===== config.mk =====
export PLATFORM = sky130hd
export DESIGN_NAME = eyeriss_top
export DESIGN_NICKNAME = d
export VERILOG_FILES = /design/src/hdl/pe_types_pkg.sv /design/src/hdl/ctrl_pkg.sv /design/src/hdl/pe_inner.sv /design/src/hdl/pe_border.sv /design/src/hdl/array_eyeriss.sv /design/src/hdl/eyeriss_seq.sv /design/src/hdl/eyeriss_top.sv
export VERILOG_INCLUDE_DIRS = /design/src
export SDC_FILE = /design/constraint.sdc
export NUM_CORES = 2
export LEC_CHECK = 0
export ABC_AREA = 1
export BUFFER_PORTS_ARGS = -buffer_cell sky130_fd_sc_hd__buf_2
export CAP_MARGIN = 20
export CORE_AREA = 2 2 557 559
export DETAILED_ROUTE_END_ITERATION = 12
export DIE_AREA = 0 0 559 561
export HOLD_SLACK_MARGIN = 0.12
export PLACE_DENSITY_LB_ADDON = 0.3
export SLEW_MARGIN = 20
export SYNTH_ARGS = -nofsm -noshare
export SYNTH_HDL_FRONTEND = slang
export SYNTH_SLANG_ARGS = --single-unit

===== constraint.sdc =====
create_clock -name clk -period 6 [get_ports clk]
set_input_delay 1.8 -clock clk [delete_from_list [all_inputs] [get_ports clk]]
set_output_delay 1.8 -clock clk [all_outputs]
set_load 0.01 [all_outputs]

===== src/eyeriss_defs.svh =====
`ifndef EYERISS_DEFS_SVH
`define EYERISS_DEFS_SVH

// Default array size
`define ARR_HEIGHT 4
`define ARR_WIDTH 4

// Datapath widths
`define DATA_W 8    // Feature map and weight, sign bit included
`define ACC_W 24    // Accumulator and output register

`endif


===== src/hdl/pe_types_pkg.sv =====
`include "eyeriss_defs.svh"

package pe_types_pkg;

    // Feature map value as it arrives at the border PE
    typedef logic signed [`DATA_W-1:0] ifm_t;

    // Magnitude part of a sign-magnitude input or weight
    typedef logic [`DATA_W-2:0] mag_t;

    // Partial sum, wraps on overflow
    typedef logic signed [`ACC_W-1:0] acc_t;

endpackage


===== src/hdl/ctrl_pkg.sv =====
package ctrl_pkg;

    typedef enum logic [2:0] {
        OP_NOP     = 3'd0,
        OP_LOAD_W  = 3'd1,    // Shift weights down one row
        OP_CLR_W   = 3'd2,
        OP_CLR_ACC = 3'd3,
        OP_MAC     = 3'd4,
        OP_DONE    = 3'd5,    // Snapshot accumulators
        OP_READ    = 3'd6,
        OP_CLR_OUT = 3'd7
    } op_e;

    typedef enum logic [1:0] {
        ST_IDLE  = 2'd0,
        ST_DRAIN = 2'd1,      // Waiting for mac_done to reach the last column
        ST_READ  = 2'd2
    } seq_state_e;

endpackage


===== src/hdl/pe_inner.sv =====
`timescale 1ns/1ns

module pe_inner (
    input  logic               clk,
    input  logic               rst_n_i,

    input  logic               en_i_i,
    input  logic               clr_i_i,
    input  logic               mac_done_i,
    input  logic               ifm_sign_i,
    input  pe_types_pkg::mag_t ifm_abs_i,
    output logic               en_i_o,
    output logic               clr_i_o,
    output logic               mac_done_o,
    output logic               ifm_sign_o,
    output pe_types_pkg::mag_t ifm_abs_o,

    input  logic               en_w_i,
    input  logic               clr_w_i,
    input  logic               wght_sign_i,
    input  pe_types_pkg::mag_t wght_abs_i,
    output logic               en_w_o,
    output logic               clr_w_o,
    output logic               wght_sign_o,
    output pe_types_pkg::mag_t wght_abs_o,

    input  logic               en_o_i,
    input  logic               clr_o_i,
    input  pe_types_pkg::acc_t ofm_i,
    output logic               en_o_o,
    output logic               clr_o_o,
    output pe_types_pkg::acc_t ofm_o
);
    import pe_types_pkg::*;

    logic [2*$bits(mag_t)-1:0] prod_abs;
    acc_t                      prod;
    acc_t                      acc_q;

    assign prod_abs = ifm_abs_i * wght_abs_o;
    assign prod     = (ifm_sign_i ^ wght_sign_o) ? -acc_t'(prod_abs) : acc_t'(prod_abs);

    // Column strobes reach every row in the same cycle
    assign en_w_o  = en_w_i;
    assign clr_w_o = clr_w_i;
    assign en_o_o  = en_o_i;
    assign clr_o_o = clr_o_i;

    always_ff @(posedge clk or negedge rst_n_i) begin
        if (!rst_n_i) begin
            en_i_o     <= 1'b0;
            clr_i_o    <= 1'b0;
            mac_done_o <= 1'b0;
            ifm_sign_o <= 1'b0;
            ifm_abs_o  <= '0;
        end else begin
            en_i_o     <= en_i_i;        // One PE per clock to the right
            clr_i_o    <= clr_i_i;
            mac_done_o <= mac_done_i;
            ifm_sign_o <= ifm_sign_i;
            ifm_abs_o  <= ifm_abs_i;
        end
    end

    // Stored weight doubles as the next row's weight input
    always_ff @(posedge clk or negedge rst_n_i) begin
        if (!rst_n_i) begin
            wght_sign_o <= 1'b0;
            wght_abs_o  <= '0;
        end else if (clr_w_i) begin
            wght_sign_o <= 1'b0;
            wght_abs_o  <= '0;
        end else if (en_w_i) begin
            wght_sign_o <= wght_sign_i;
            wght_abs_o  <= wght_abs_i;
        end
    end

    always_ff @(posedge clk or negedge rst_n_i) begin
        if (!rst_n_i) begin
            acc_q <= '0;
        end else if (en_i_i) begin
            acc_q <= clr_i_i ? prod : acc_q + prod;    // Clear and MAC together restart the sum
        end else if (clr_i_i) begin
            acc_q <= '0;
        end
    end

    always_ff @(posedge clk or negedge rst_n_i) begin
        if (!rst_n_i) begin
            ofm_o <= '0;
        end else if (mac_done_i) begin
            ofm_o <= acc_q;
        end else if (en_o_i) begin
            ofm_o <= ofm_i;              // Shift up from the row below
        end else if (clr_o_i) begin
            ofm_o <= '0;
        end
    end

endmodule


===== src/hdl/pe_border.sv =====
`timescale 1ns/1ns

module pe_border (
    input  logic               clk,
    input  logic               rst_n_i,

    input  logic               en_i_i,
    input  logic               clr_i_i,
    input  logic               mac_done_i,
    input  pe_types_pkg::ifm_t ifm_i,
    output logic               en_i_o,
    output logic               clr_i_o,
    output logic               mac_done_o,
    output logic               ifm_sign_o,
    output pe_types_pkg::mag_t ifm_abs_o,

    input  logic               en_w_i,
    input  logic               clr_w_i,
    input  logic               wght_sign_i,
    input  pe_types_pkg::mag_t wght_abs_i,
    output logic               en_w_o,
    output logic               clr_w_o,
    output logic               wght_sign_o,
    output pe_types_pkg::mag_t wght_abs_o,

    input  logic               en_o_i,
    input  logic               clr_o_i,
    input  pe_types_pkg::acc_t ofm_i,
    output logic               en_o_o,
    output logic               clr_o_o,
    output pe_types_pkg::acc_t ofm_o
);
    import pe_types_pkg::*;

    logic ifm_sign;
    ifm_t ifm_neg;
    mag_t ifm_abs;

    assign ifm_sign = ifm_i[$bits(ifm_t)-1];
    assign ifm_neg  = -ifm_i;

    // -128 negates to itself, so it saturates to 127
    assign ifm_abs = !ifm_sign                 ? ifm_i[$bits(mag_t)-1:0] :
                     ifm_neg[$bits(ifm_t)-1]   ? '1 :
                                                 ifm_neg[$bits(mag_t)-1:0];

    pe_inner u_pe_inner (
        .clk(clk), .rst_n_i(rst_n_i),
        .en_i_i(en_i_i), .clr_i_i(clr_i_i), .mac_done_i(mac_done_i),
        .ifm_sign_i(ifm_sign), .ifm_abs_i(ifm_abs),
        .en_i_o(en_i_o), .clr_i_o(clr_i_o), .mac_done_o(mac_done_o),
        .ifm_sign_o(ifm_sign_o), .ifm_abs_o(ifm_abs_o),
        .en_w_i(en_w_i), .clr_w_i(clr_w_i),
        .wght_sign_i(wght_sign_i), .wght_abs_i(wght_abs_i),
        .en_w_o(en_w_o), .clr_w_o(clr_w_o),
        .wght_sign_o(wght_sign_o), .wght_abs_o(wght_abs_o),
        .en_o_i(en_o_i), .clr_o_i(clr_o_i), .ofm_i(ofm_i),
        .en_o_o(en_o_o), .clr_o_o(clr_o_o), .ofm_o(ofm_o)
    );

endmodule


===== src/hdl/array_eyeriss.sv =====
`timescale 1ns/1ns
`include "eyeriss_defs.svh"

module array_eyeriss #(
    parameter int HEIGHT = `ARR_HEIGHT,
    parameter int WIDTH  = `ARR_WIDTH
) (
    input  logic               clk,
    input  logic               rst_n_i,
    input  logic               en_i_i,
    input  logic               clr_i_i,
    input  logic               mac_done_i,
    input  pe_types_pkg::ifm_t ifm_i [HEIGHT-1:0],
    input  logic               en_w_i,
    input  logic               clr_w_i,
    input  logic               en_o_i,
    input  logic               clr_o_i,
    input  logic               wght_sign_i [WIDTH-1:0],
    input  pe_types_pkg::mag_t wght_abs_i [WIDTH-1:0],
    output pe_types_pkg::acc_t ofm_o [WIDTH-1:0]
);
    import pe_types_pkg::*;

    // Row chains, index is the column the signal enters
    logic en_i_x     [HEIGHT-1:0][WIDTH:0];
    logic clr_i_x    [HEIGHT-1:0][WIDTH:0];
    logic mac_done_x [HEIGHT-1:0][WIDTH:0];
    logic ifm_sign_x [HEIGHT-1:0][WIDTH:1];
    mag_t ifm_abs_x  [HEIGHT-1:0][WIDTH:1];

    // Column chains, index is the row the signal enters
    logic en_w_x      [WIDTH-1:0][HEIGHT:0];
    logic clr_w_x     [WIDTH-1:0][HEIGHT:0];
    logic wght_sign_x [WIDTH-1:0][HEIGHT:0];
    mag_t wght_abs_x  [WIDTH-1:0][HEIGHT:0];
    logic en_o_x      [WIDTH-1:0][HEIGHT:0];
    logic clr_o_x     [WIDTH-1:0][HEIGHT:0];
    acc_t ofm_x       [WIDTH-1:0][HEIGHT:0];

    for (genvar w = 0; w < WIDTH; w++) begin : g_col
        assign en_w_x[w][0]      = en_w_i;
        assign clr_w_x[w][0]     = clr_w_i;
        assign wght_sign_x[w][0] = wght_sign_i[w];
        assign wght_abs_x[w][0]  = wght_abs_i[w];
        assign en_o_x[w][HEIGHT]  = en_o_i;        // Readout strobes enter at the bottom
        assign clr_o_x[w][HEIGHT] = clr_o_i;
        assign ofm_x[w][HEIGHT]   = '0;
        assign ofm_o[w]           = ofm_x[w][0];
    end

    for (genvar h = 0; h < HEIGHT; h++) begin : g_row
        assign en_i_x[h][0]     = en_i_i;
        assign clr_i_x[h][0]    = clr_i_i;
        assign mac_done_x[h][0] = mac_done_i;

        pe_border u_pe_border (
            .clk(clk), .rst_n_i(rst_n_i),
            .en_i_i(en_i_x[h][0]), .clr_i_i(clr_i_x[h][0]), .mac_done_i(mac_done_x[h][0]),
            .ifm_i(ifm_i[h]),
            .en_i_o(en_i_x[h][1]), .clr_i_o(clr_i_x[h][1]), .mac_done_o(mac_done_x[h][1]),
            .ifm_sign_o(ifm_sign_x[h][1]), .ifm_abs_o(ifm_abs_x[h][1]),
            .en_w_i(en_w_x[0][h]), .clr_w_i(clr_w_x[0][h]),
            .wght_sign_i(wght_sign_x[0][h]), .wght_abs_i(wght_abs_x[0][h]),
            .en_w_o(en_w_x[0][h+1]), .clr_w_o(clr_w_x[0][h+1]),
            .wght_sign_o(wght_sign_x[0][h+1]), .wght_abs_o(wght_abs_x[0][h+1]),
            .en_o_i(en_o_x[0][h+1]), .clr_o_i(clr_o_x[0][h+1]), .ofm_i(ofm_x[0][h+1]),
            .en_o_o(en_o_x[0][h]), .clr_o_o(clr_o_x[0][h]), .ofm_o(ofm_x[0][h])
        );

        for (genvar w = 1; w < WIDTH; w++) begin : g_pe
            pe_inner u_pe_inner (
                .clk(clk), .rst_n_i(rst_n_i),
                .en_i_i(en_i_x[h][w]), .clr_i_i(clr_i_x[h][w]),
                .mac_done_i(mac_done_x[h][w]),
                .ifm_sign_i(ifm_sign_x[h][w]), .ifm_abs_i(ifm_abs_x[h][w]),
                .en_i_o(en_i_x[h][w+1]), .clr_i_o(clr_i_x[h][w+1]),
                .mac_done_o(mac_done_x[h][w+1]),
                .ifm_sign_o(ifm_sign_x[h][w+1]), .ifm_abs_o(ifm_abs_x[h][w+1]),
                .en_w_i(en_w_x[w][h]), .clr_w_i(clr_w_x[w][h]),
                .wght_sign_i(wght_sign_x[w][h]), .wght_abs_i(wght_abs_x[w][h]),
                .en_w_o(en_w_x[w][h+1]), .clr_w_o(clr_w_x[w][h+1]),
                .wght_sign_o(wght_sign_x[w][h+1]), .wght_abs_o(wght_abs_x[w][h+1]),
                .en_o_i(en_o_x[w][h+1]), .clr_o_i(clr_o_x[w][h+1]), .ofm_i(ofm_x[w][h+1]),
                .en_o_o(en_o_x[w][h]), .clr_o_o(clr_o_x[w][h]), .ofm_o(ofm_x[w][h])
            );
        end
    end

endmodule


===== src/hdl/eyeriss_seq.sv =====
`timescale 1ns/1ns
`include "eyeriss_defs.svh"

module eyeriss_seq #(
    parameter int HEIGHT = `ARR_HEIGHT,
    parameter int WIDTH  = `ARR_WIDTH
) (
    input  logic               clk,
    input  logic               rst_n_i,
    input  logic               cmd_valid_i,
    input  ctrl_pkg::op_e      cmd_op_i,
    input  pe_types_pkg::ifm_t ifm_i [HEIGHT-1:0],
    input  logic               wght_sign_i [WIDTH-1:0],
    input  pe_types_pkg::mag_t wght_abs_i [WIDTH-1:0],
    output logic               en_i_o,
    output logic               clr_i_o,
    output logic               mac_done_o,
    output pe_types_pkg::ifm_t ifm_o [HEIGHT-1:0],
    output logic               en_w_o,
    output logic               clr_w_o,
    output logic               en_o_o,
    output logic               clr_o_o,
    output logic               wght_sign_o [WIDTH-1:0],
    output pe_types_pkg::mag_t wght_abs_o [WIDTH-1:0],
    output logic               busy_o,
    output logic               ofm_valid_o
);
    import ctrl_pkg::*;

    localparam int CNT_MAX = (WIDTH > HEIGHT) ? WIDTH : HEIGHT;
    localparam int CNT_W   = $clog2(CNT_MAX + 1);

    seq_state_e       state_q;
    logic [CNT_W-1:0] cnt_q;
    logic             accept;

    assign accept      = cmd_valid_i && (state_q == ST_IDLE);
    assign busy_o      = (state_q != ST_IDLE);
    assign ofm_valid_o = (state_q == ST_READ);
    assign en_o_o      = (state_q == ST_READ);    // Shift up after every beat

    always_ff @(posedge clk or negedge rst_n_i) begin
        if (!rst_n_i) begin
            en_i_o     <= 1'b0;
            clr_i_o    <= 1'b0;
            mac_done_o <= 1'b0;
            en_w_o     <= 1'b0;
            clr_w_o    <= 1'b0;
            clr_o_o    <= 1'b0;
        end else begin
            en_i_o     <= accept && (cmd_op_i == OP_MAC);
            clr_i_o    <= accept && (cmd_op_i == OP_CLR_ACC);
            mac_done_o <= accept && (cmd_op_i == OP_DONE);
            en_w_o     <= accept && (cmd_op_i == OP_LOAD_W);
            clr_w_o    <= accept && (cmd_op_i == OP_CLR_W);
            clr_o_o    <= accept && (cmd_op_i == OP_CLR_OUT);
        end
    end

    always_ff @(posedge clk or negedge rst_n_i) begin
        if (!rst_n_i) begin
            ifm_o       <= '{default: '0};
            wght_sign_o <= '{default: 1'b0};
            wght_abs_o  <= '{default: '0};
        end else if (accept) begin
            ifm_o       <= ifm_i;
            wght_sign_o <= wght_sign_i;
            wght_abs_o  <= wght_abs_i;
        end
    end

    always_ff @(posedge clk or negedge rst_n_i) begin
        if (!rst_n_i) begin
            state_q <= ST_IDLE;
            cnt_q   <= '0;
        end else begin
            case (state_q)
                ST_IDLE: begin
                    cnt_q <= '0;
                    if (accept && (cmd_op_i == OP_DONE)) begin
                        state_q <= ST_DRAIN;
                    end else if (accept && (cmd_op_i == OP_READ)) begin
                        state_q <= ST_READ;
                    end
                end
                ST_DRAIN: begin
                    if (cnt_q == CNT_W'(WIDTH)) begin    // Last column has copied
                        state_q <= ST_IDLE;
                    end else begin
                        cnt_q <= cnt_q + 1'b1;
                    end
                end
                ST_READ: begin
                    if (cnt_q == CNT_W'(HEIGHT - 1)) begin
                        state_q <= ST_IDLE;
                    end else begin
                        cnt_q <= cnt_q + 1'b1;
                    end
                end
                default: state_q <= ST_IDLE;
            endcase
        end
    end

endmodule


===== src/hdl/eyeriss_top.sv =====
`timescale 1ns/1ns
`include "eyeriss_defs.svh"

module eyeriss_top #(
    parameter int HEIGHT = `ARR_HEIGHT,
    parameter int WIDTH  = `ARR_WIDTH
) (
    input  logic               clk,
    input  logic               rst_n_i,
    input  logic               cmd_valid_i,
    input  ctrl_pkg::op_e      cmd_op_i,
    input  pe_types_pkg::ifm_t ifm_i [HEIGHT-1:0],
    input  logic               wght_sign_i [WIDTH-1:0],
    input  pe_types_pkg::mag_t wght_abs_i [WIDTH-1:0],
    output logic               busy_o,
    output logic               ofm_valid_o,
    output pe_types_pkg::acc_t ofm_o [WIDTH-1:0]
);
    import pe_types_pkg::*;

    logic en_i;
    logic clr_i;
    logic mac_done;
    logic en_w;
    logic clr_w;
    logic en_o;
    logic clr_o;
    ifm_t ifm       [HEIGHT-1:0];
    logic wght_sign [WIDTH-1:0];
    mag_t wght_abs  [WIDTH-1:0];

    eyeriss_seq #(
        .HEIGHT(HEIGHT),
        .WIDTH(WIDTH)
    ) u_eyeriss_seq (
        .clk(clk), .rst_n_i(rst_n_i),
        .cmd_valid_i(cmd_valid_i), .cmd_op_i(cmd_op_i),
        .ifm_i(ifm_i), .wght_sign_i(wght_sign_i), .wght_abs_i(wght_abs_i),
        .en_i_o(en_i), .clr_i_o(clr_i), .mac_done_o(mac_done), .ifm_o(ifm),
        .en_w_o(en_w), .clr_w_o(clr_w), .en_o_o(en_o), .clr_o_o(clr_o),
        .wght_sign_o(wght_sign), .wght_abs_o(wght_abs),
        .busy_o(busy_o), .ofm_valid_o(ofm_valid_o)
    );

    array_eyeriss #(
        .HEIGHT(HEIGHT),
        .WIDTH(WIDTH)
    ) u_array_eyeriss (
        .clk(clk), .rst_n_i(rst_n_i),
        .en_i_i(en_i), .clr_i_i(clr_i), .mac_done_i(mac_done), .ifm_i(ifm),
        .en_w_i(en_w), .clr_w_i(clr_w), .en_o_i(en_o), .clr_o_i(clr_o),
        .wght_sign_i(wght_sign), .wght_abs_i(wght_abs),
        .ofm_o(ofm_o)
    );

endmodule


Yosys cells after proc, flatten, opt, wreduce, memory -nomap -nowiden:

Cells that the tools add are included.

* $add $sub $neg: 37
* multiply operators: 16
* eq/ne operators: 16
* muxes and demuxes: 162
* bitwise gates (word level): 16
* reduce and logical (&&, ||, !) cells: 22

Operators with widths (count)
* $mux 24: 82
* $add 24x24->24: 16
* $neg 14->24: 16
* $mux 7: 40
* $mul 7x7->14: 16
* $mux 1: 32
* $neg 8->8: 4
* $xor 1x1->1: 16
* $eq 3x3->1 const B: 5
* $reduce_bool 3->1: 5
* $reduce_bool 2->1: 6
* $eq 3x2->1 const B: 3
* $pmux 3 s3: 1
* $logic_and 1x1->1: 8
* $mux 2: 4
* $mux 3: 2
* $pmux 2 s3: 1
* $reduce_and 3->1: 2
* $ne 2x1->1 const B: 2
* $ne 2x2->1 const B: 2
* $add 3x1->3 const B: 1
* $eq 3x1->1 const B: 1
* $ne 3x3->1 const B: 1
* $eq 2x1->1 const B: 1
* 2 further kinds: 2

* register bits: 1076
* logic and storage cells: 386

Depth between registers and ports, before layout:

* depth after elaboration: 9
* mapped depth: 47

By module:

From an unflattened synthesis, not the netlist that was laid out.

* cells, all modules: 14544
* area total of the unflattened synthesis: 104082.3 um2

By module, submodules not included
* pe_inner (u_array_eyeriss.g_row[2].g_pe[3].u_pe_inner ...): instances 5, cells each 884, area an instance 6292.3 um2
* pe_inner (u_array_eyeriss.g_row[0].g_pe[1].u_pe_inner ...): instances 5, cells each 881, area an instance 6241.0 um2
* pe_inner (u_array_eyeriss.g_row[3].u_pe_border.u_pe_inner): instances 1, cells each 879, area an instance 6329.8 um2
* pe_inner (u_array_eyeriss.g_row[0].g_pe[3].u_pe_inner): instances 1, cells each 888, area an instance 6303.5 um2
* pe_inner (u_array_eyeriss.g_row[1].g_pe[3].u_pe_inner): instances 1, cells each 870, area an instance 6286.0 um2
* pe_inner (u_array_eyeriss.g_row[2].g_pe[1].u_pe_inner): instances 1, cells each 862, area an instance 6259.8 um2
* pe_inner (u_array_eyeriss.g_row[2].g_pe[2].u_pe_inner): instances 1, cells each 855, area an instance 6192.2 um2
* pe_inner (u_array_eyeriss.g_row[1].u_pe_border.u_pe_inner): instances 1, cells each 854, area an instance 6185.9 um2
* eyeriss_seq: instances 1, cells each 338, area an instance 2984.1 um2
* pe_border: instances 4, cells each 43, area an instance 217.7 um2
* array_eyeriss: instances 1, cells each 1, area an instance 3.8 um2

Worst setup path before layout:

OpenSTA, ideal clock, no wires.

* kind: reg-to-reg
* start point: register u_eyeriss_seq.ifm_o[24] (netlist name)
* end point: register u_array_eyeriss.g_row[3].u_pe_border.u_pe_inner.acc_q[23]
* library setup time: 118 ps
* arrival time: 6320 ps
* required time: 5882 ps
* setup slack: -438 ps
* cell stages (with the launch flop): 41
* period minus slack after synthesis: 6438 ps
* path through: dfrtp_1 > inv_1 > ha_1 > inv_1 > nor3_1 > or2_2 > nand2_1 > nand2_1 > nor2_1 > inv_1 > nand2_1 > fa_1 > fa_1 > inv_1 > fa_1 > inv_1 > fa_1 > inv_1 > [... 5 more ...] > nand2_1 > nand2_1 > nor3_4 > nor2_1 > xor2_1 > ha_1 > a21oi_1 > inv_1 > a221oi_1 > o21ai_0 > nand3_1 > nand2_2 > nand2_2 > nand4_1 > nand2_1 > nand2_1 > nand3_1 > nand2_1

* longest elaborated chain between the ends: 9

Ends and longest elaborated chain
* from (decl): RTL line eyeriss_seq.sv:18 `output pe_types_pkg::ifm_t ifm_o [HEIGHT-1:0],`
* from (signal assigned): RTL line eyeriss_seq.sv:66 `ifm_o <= ifm_i;`
* $neg 8->8 *: RTL line pe_border.sv:40 `assign ifm_neg = -ifm_i;`
* $mux 7 *: RTL line pe_border.sv:44 `ifm_neg[$bits(ifm_t)-1] ? '1 :`
* $mux 7 *: RTL line pe_border.sv:43 `assign ifm_abs = !ifm_sign ? ifm_i[$bits(mag_t)-1:0] :`
* net u_array_eyeriss.g_row[3].u_pe_border.ifm_abs[4]: RTL line pe_border.sv:37 `mag_t ifm_abs;`
* $mul 7x7->14 *: RTL line pe_inner.sv:40 `assign prod_abs = ifm_abs_i * wght_abs_o;`
* $neg 14->24: RTL line pe_inner.sv:41 `assign prod = (ifm_sign_i ^ wght_sign_o) ? -acc_t'(prod_abs) : acc_t'(prod_abs);`
* $mux 24 *: RTL line pe_inner.sv:41
* $add 24x24->24: RTL line pe_inner.sv:83 `acc_q <= clr_i_i ? prod : acc_q + prod;`
* $mux 24 *: RTL line pe_inner.sv:83
* $mux 24 *: RTL line pe_inner.sv:82 `end else if (en_i_i) begin`
* to (signal assigned): RTL line pe_inner.sv:83
* to (decl): RTL line pe_inner.sv:38 `acc_t acc_q;`

The timed path passes the listed nets; every way through them passes the cells marked *.
A chain may end at the register's enable or synchronous reset.

Worst setup path in the final report:

* start point: register u_eyeriss_seq.ifm_o[25] (netlist name)
* end point: register u_array_eyeriss.g_row[3].u_pe_border.u_pe_inner.acc_q[15]

The elaborated chain is that of the path after synthesis.

==> impl_metrics.tcl <==
set metrics [dict create \
    status "complete, but fails checks" \
    violations "setup timing" \
    setup.worst_path.end_class "flip-flop" \
    drcViolationCount 0 \
    fin_cells 18100 \
    pin_count 168 \
    drt_wl_total_mm 305 \
    cts_tree "built" \
    cp_slowest_cell "fa_1" \
    clk_root_buffer_cell "clkbuf_16" \
    top_layer "met5" \
    fillCellCount 30600 \
    maxSlewViolCount 0 \
    cts_hold_buf 0 \
    hp-class "flip-flop to flip-flop" \
    nNetsFinal 15200 \
    dp_cells 17400 \
    num_rows 204 \
    grt_remaining_overflow 0 \
    timing.final.crit_share_pct 108 \
    synth_seq_cells 1076 \
    crit_top_cell "inv_2" \
    final-setup-viol-count 101 \
    track_usage_pct 18.6 \
    netlist_area_um2 91800 \
    area_delta_synth_final_pct 39.1 \
    fin_ws_ns -0.463 \
    cp_slowest_stage_delay_ns 0.54 \
    fin_crit_ns 6.46 \
    route.met2.wl_mm 146 \
    finClkSkew_ns 0.0557 \
    maxSlewHeadroom_pct 32.4 \
    syn_avg_cell_area_um2 7.64 \
    grt_start_max_net_pins 123 \
    hold_violations 0 \
    grt_pass1_vias 85700 \
    path_class "flip-flop to flip-flop" \
    max_freq_mhz 155 \
    clockBufferDepth 4 \
    place_hpwl_mm 221 \
    synth.most_common_cell "nand2_1" \
    first_iter_violations 5056 \
    synth_top_area_share_pct 29.3 \
    dieArea_um2 314000 \
    seq_area_frac_synth_pct 29.3 \
    core_area_um2 308000 \
    synth-async-reset-ratio_pct 100 \
    cts_sinks 1076 \
    drive_gt1_share_pct 31.7 \
    wl_met1_mm 137 \
    syn_inst 12000 \
    htree_levels 4 \
    wire_per_inst_um 16.9 \
    drt-pass1-iter-count 5 \
    start_util_pct 29.8 \
    clk_latency_ns 0.84 \
    via_per_inst 4.77 \
    path_clk_slew_ns 0.06 \
    grt_pass1_wl_mm 474 \
    die_h_um 561 \
    cts_buffers 145 \
    cap_viol_max_count 0 \
    yosys_warnings 0 \
    path_max_fanout 4 \
    io_buffer_count 167 \
    yosys.area.top_type "dfrtp_1" \
    cp-start-kind "flip-flop" \
    antenna_found_initial 16 \
    rsz0062_at_grt "true" \
    synth_common_cells "nand2_1 (2549), inv_1 (2317), dfrtp_1 (1076)" \
    worstMarginPinSlew_ns 1.01 \
    vias 86200 \
    crit_arrival_ns 7.17 \
    synthTopCellsByArea "dfrtp_1 (29%), ha_1 (12%), nand2_1 (10%)" \
    synth_nets 13400 \
    wl_met3_mm 10.6 \
    ys_types 57 \
    ys.flop_type "dfrtp_1" \
    die_w_um 559 \
    synth_edf_count 0 \
    place.gp.congestion 0.888 \
    drtAntennaViolNets 0 \
    critPathRequiredTime_ns 6.70 \
    reg2reg_slack_ns -0.46 \
]
[stage by stage]
step	setup TNS (ns)	utilization (%)	setup WS [ns]	hold WS (ns)	instance area (µm²)
floorplan	-0.111	-	-0.0452	0.352	92100
finish	-17.38	41.5	-0.463	0.395	128000
detailed placement	-56.00	35.3	-0.769	0.382	109000
global route	-67.65	41.5	-0.875	0.412	128000
global placement	-47.78	35.3	-0.691	0.386	109000
CTS	-13.40	39.1	-0.362	0.398	120000
[timing repair]
item | in CTS | in global routing
buffers inserted | 230 | 223
pin swaps | 675 | 990
setup endpoints to repair | 183 | 233
resized for setup | 1203 | 1442
[area by class of cell]
cell class              instances  area (µm²)  share of cell area [%]
diodes                         11        27.5                  0.0216
multi-input cells            8197       65300                    51.2
clock inverters                67        1010                   0.790
well taps                    4120        5150                    4.04
repair buffers               2102       16300                    12.8
flip-flops and latches       1076       27000                    21.1
inverters                    2329        8850                    6.93
clock buffers                 191        4010                    3.14
[state kept, by name (all words and copies together) (netlist names), 2 cells and up]
name and cells:
u_array_eyeriss.g_row.g_pe.u_pe_inner.en_i_o 2, u_array_eyeriss.g_row.u_pe_border.u_pe_inner.ifm_abs_o 28, u_array_eyeriss.g_row.u_pe_border.u_pe_inner.wght_abs_o 28, u_eyeriss_seq.wght_sign_o 4
u_array_eyeriss.g_row.g_pe.u_pe_inner.acc_q 288, u_array_eyeriss.g_row.u_pe_border.u_pe_inner.wght_sign_o 4, u_array_eyeriss.g_row.g_pe.u_pe_inner.ifm_abs_o 56, u_eyeriss_seq.wght_abs_o 28
u_array_eyeriss.g_row.u_pe_border.u_pe_inner.ifm_sign_o 4, u_array_eyeriss.g_row.g_pe.u_pe_inner.ifm_sign_o 8, u_array_eyeriss.g_row.g_pe.u_pe_inner.wght_abs_o 84, u_array_eyeriss.g_row.g_pe.u_pe_inner.mac_done_o 2
u_array_eyeriss.g_row.g_pe.u_pe_inner.clr_i_o 2, u_array_eyeriss.g_row.u_pe_border.u_pe_inner.ofm_o 96, u_array_eyeriss.g_row.u_pe_border.u_pe_inner.acc_q 96, u_eyeriss_seq.state_q 2
u_eyeriss_seq.ifm_o 32, u_array_eyeriss.g_row.g_pe.u_pe_inner.ofm_o 288, u_eyeriss_seq.cnt_q 3, u_array_eyeriss.g_row.g_pe.u_pe_inner.wght_sign_o 12
[worst paths after layout]
kind,start,endpoint,cells after the start
setup / recovery,u_eyeriss_seq.ifm_o[25]$_DFFE_PN0P_,flip-flop,34
hold / removal,flip-flop,flip-flop,0
setup reg to reg,u_eyeriss_seq.ifm_o[25]$_DFFE_PN0P_,flip-flop,34
hold reg to reg,flip-flop,flip-flop,0
max in group asynchronous,rst_n_i,asynchronous set/reset pin,2
min in group asynchronous,rst_n_i,asynchronous set/reset pin,1
[routing by layer]
| layer | global-route usage, % | vias up |
|---|---|---|
| li1 | - | 42600 |
| met1 | 24.6 | 41700 |
| met2 | 31.4 | 1419 |
| met3 | 1.80 | 425 |
| met4 | 6.81 | 2 |
| met5 | 0 | - |
[kinds of logic after synthesis]
| kind of cell | Yosys count | synth area share, % |
|---|---|---|
| compound gates | 2377 | 15.6 |
| fa+ha+maj | 1295 | 20.9 |
| xor+xnor | 431 | 4.12 |
| mux | 17 | 0.209 |
| buf+inv | 2736 | 11.2 |
| flops | 1076 | 29.3 |
| simple gates | 4077 | 18.6 |
[worst max-delay path: cells and delay by family (launching register included)]
kind            cells  cell delay, ns
fa+ha+maj           6            2.63
xor+xnor            2            0.40
compound gates      6            0.83
flops               1            0.39
simple gates       11            1.35
buf+inv             9            0.74
[cells in the final DEF, fill, tap and decap left out, types with 37 or more instances in the layout]
| master | netlist | layout |
|---|---|---|
| a21oi_1 | 700 | 418 |
| a21oi_2 | 2 | 234 |
| a21oi_4 | 0 | 50 |
| buf_2 | 6 | 166 |
| buf_4 | 4 | 1722 |
| buf_6 | 0 | 196 |
| clkbuf_16 | 0 | 145 |
| dfrtp_1 | 1076 | 1038 |
| dfrtp_2 | 0 | 38 |
| fa_1 | 400 | 390 |
| ha_1 | 895 | 648 |
| ha_4 | 0 | 240 |
| inv_1 | 2317 | 2089 |
| inv_2 | 2 | 192 |
| nand2_1 | 2549 | 2188 |
| nand2_2 | 37 | 291 |
| nand2_4 | 9 | 116 |
| nand3_1 | 535 | 397 |
| nand3_2 | 11 | 124 |
| nand4_1 | 67 | 67 |
| nor2_1 | 577 | 462 |
| nor2_2 | 11 | 73 |
| nor2_4 | 2 | 55 |
| nor3_1 | 108 | 44 |
| nor3_2 | 4 | 46 |
| o211ai_1 | 122 | 122 |
| o21ai_0 | 653 | 367 |
| o21ai_1 | 38 | 205 |
| o21ai_2 | 22 | 112 |
| o21bai_1 | 58 | 37 |
| o221ai_1 | 265 | 249 |
| o22ai_1 | 365 | 360 |
| or2_2 | 126 | 101 |
| xnor2_1 | 118 | 79 |
| xor2_1 | 312 | 221 |
| xor2_2 | 1 | 73 |
Power is not shown: default switching activity piles up to over one toggle a cycle in this logic, so the estimate is an artifact.
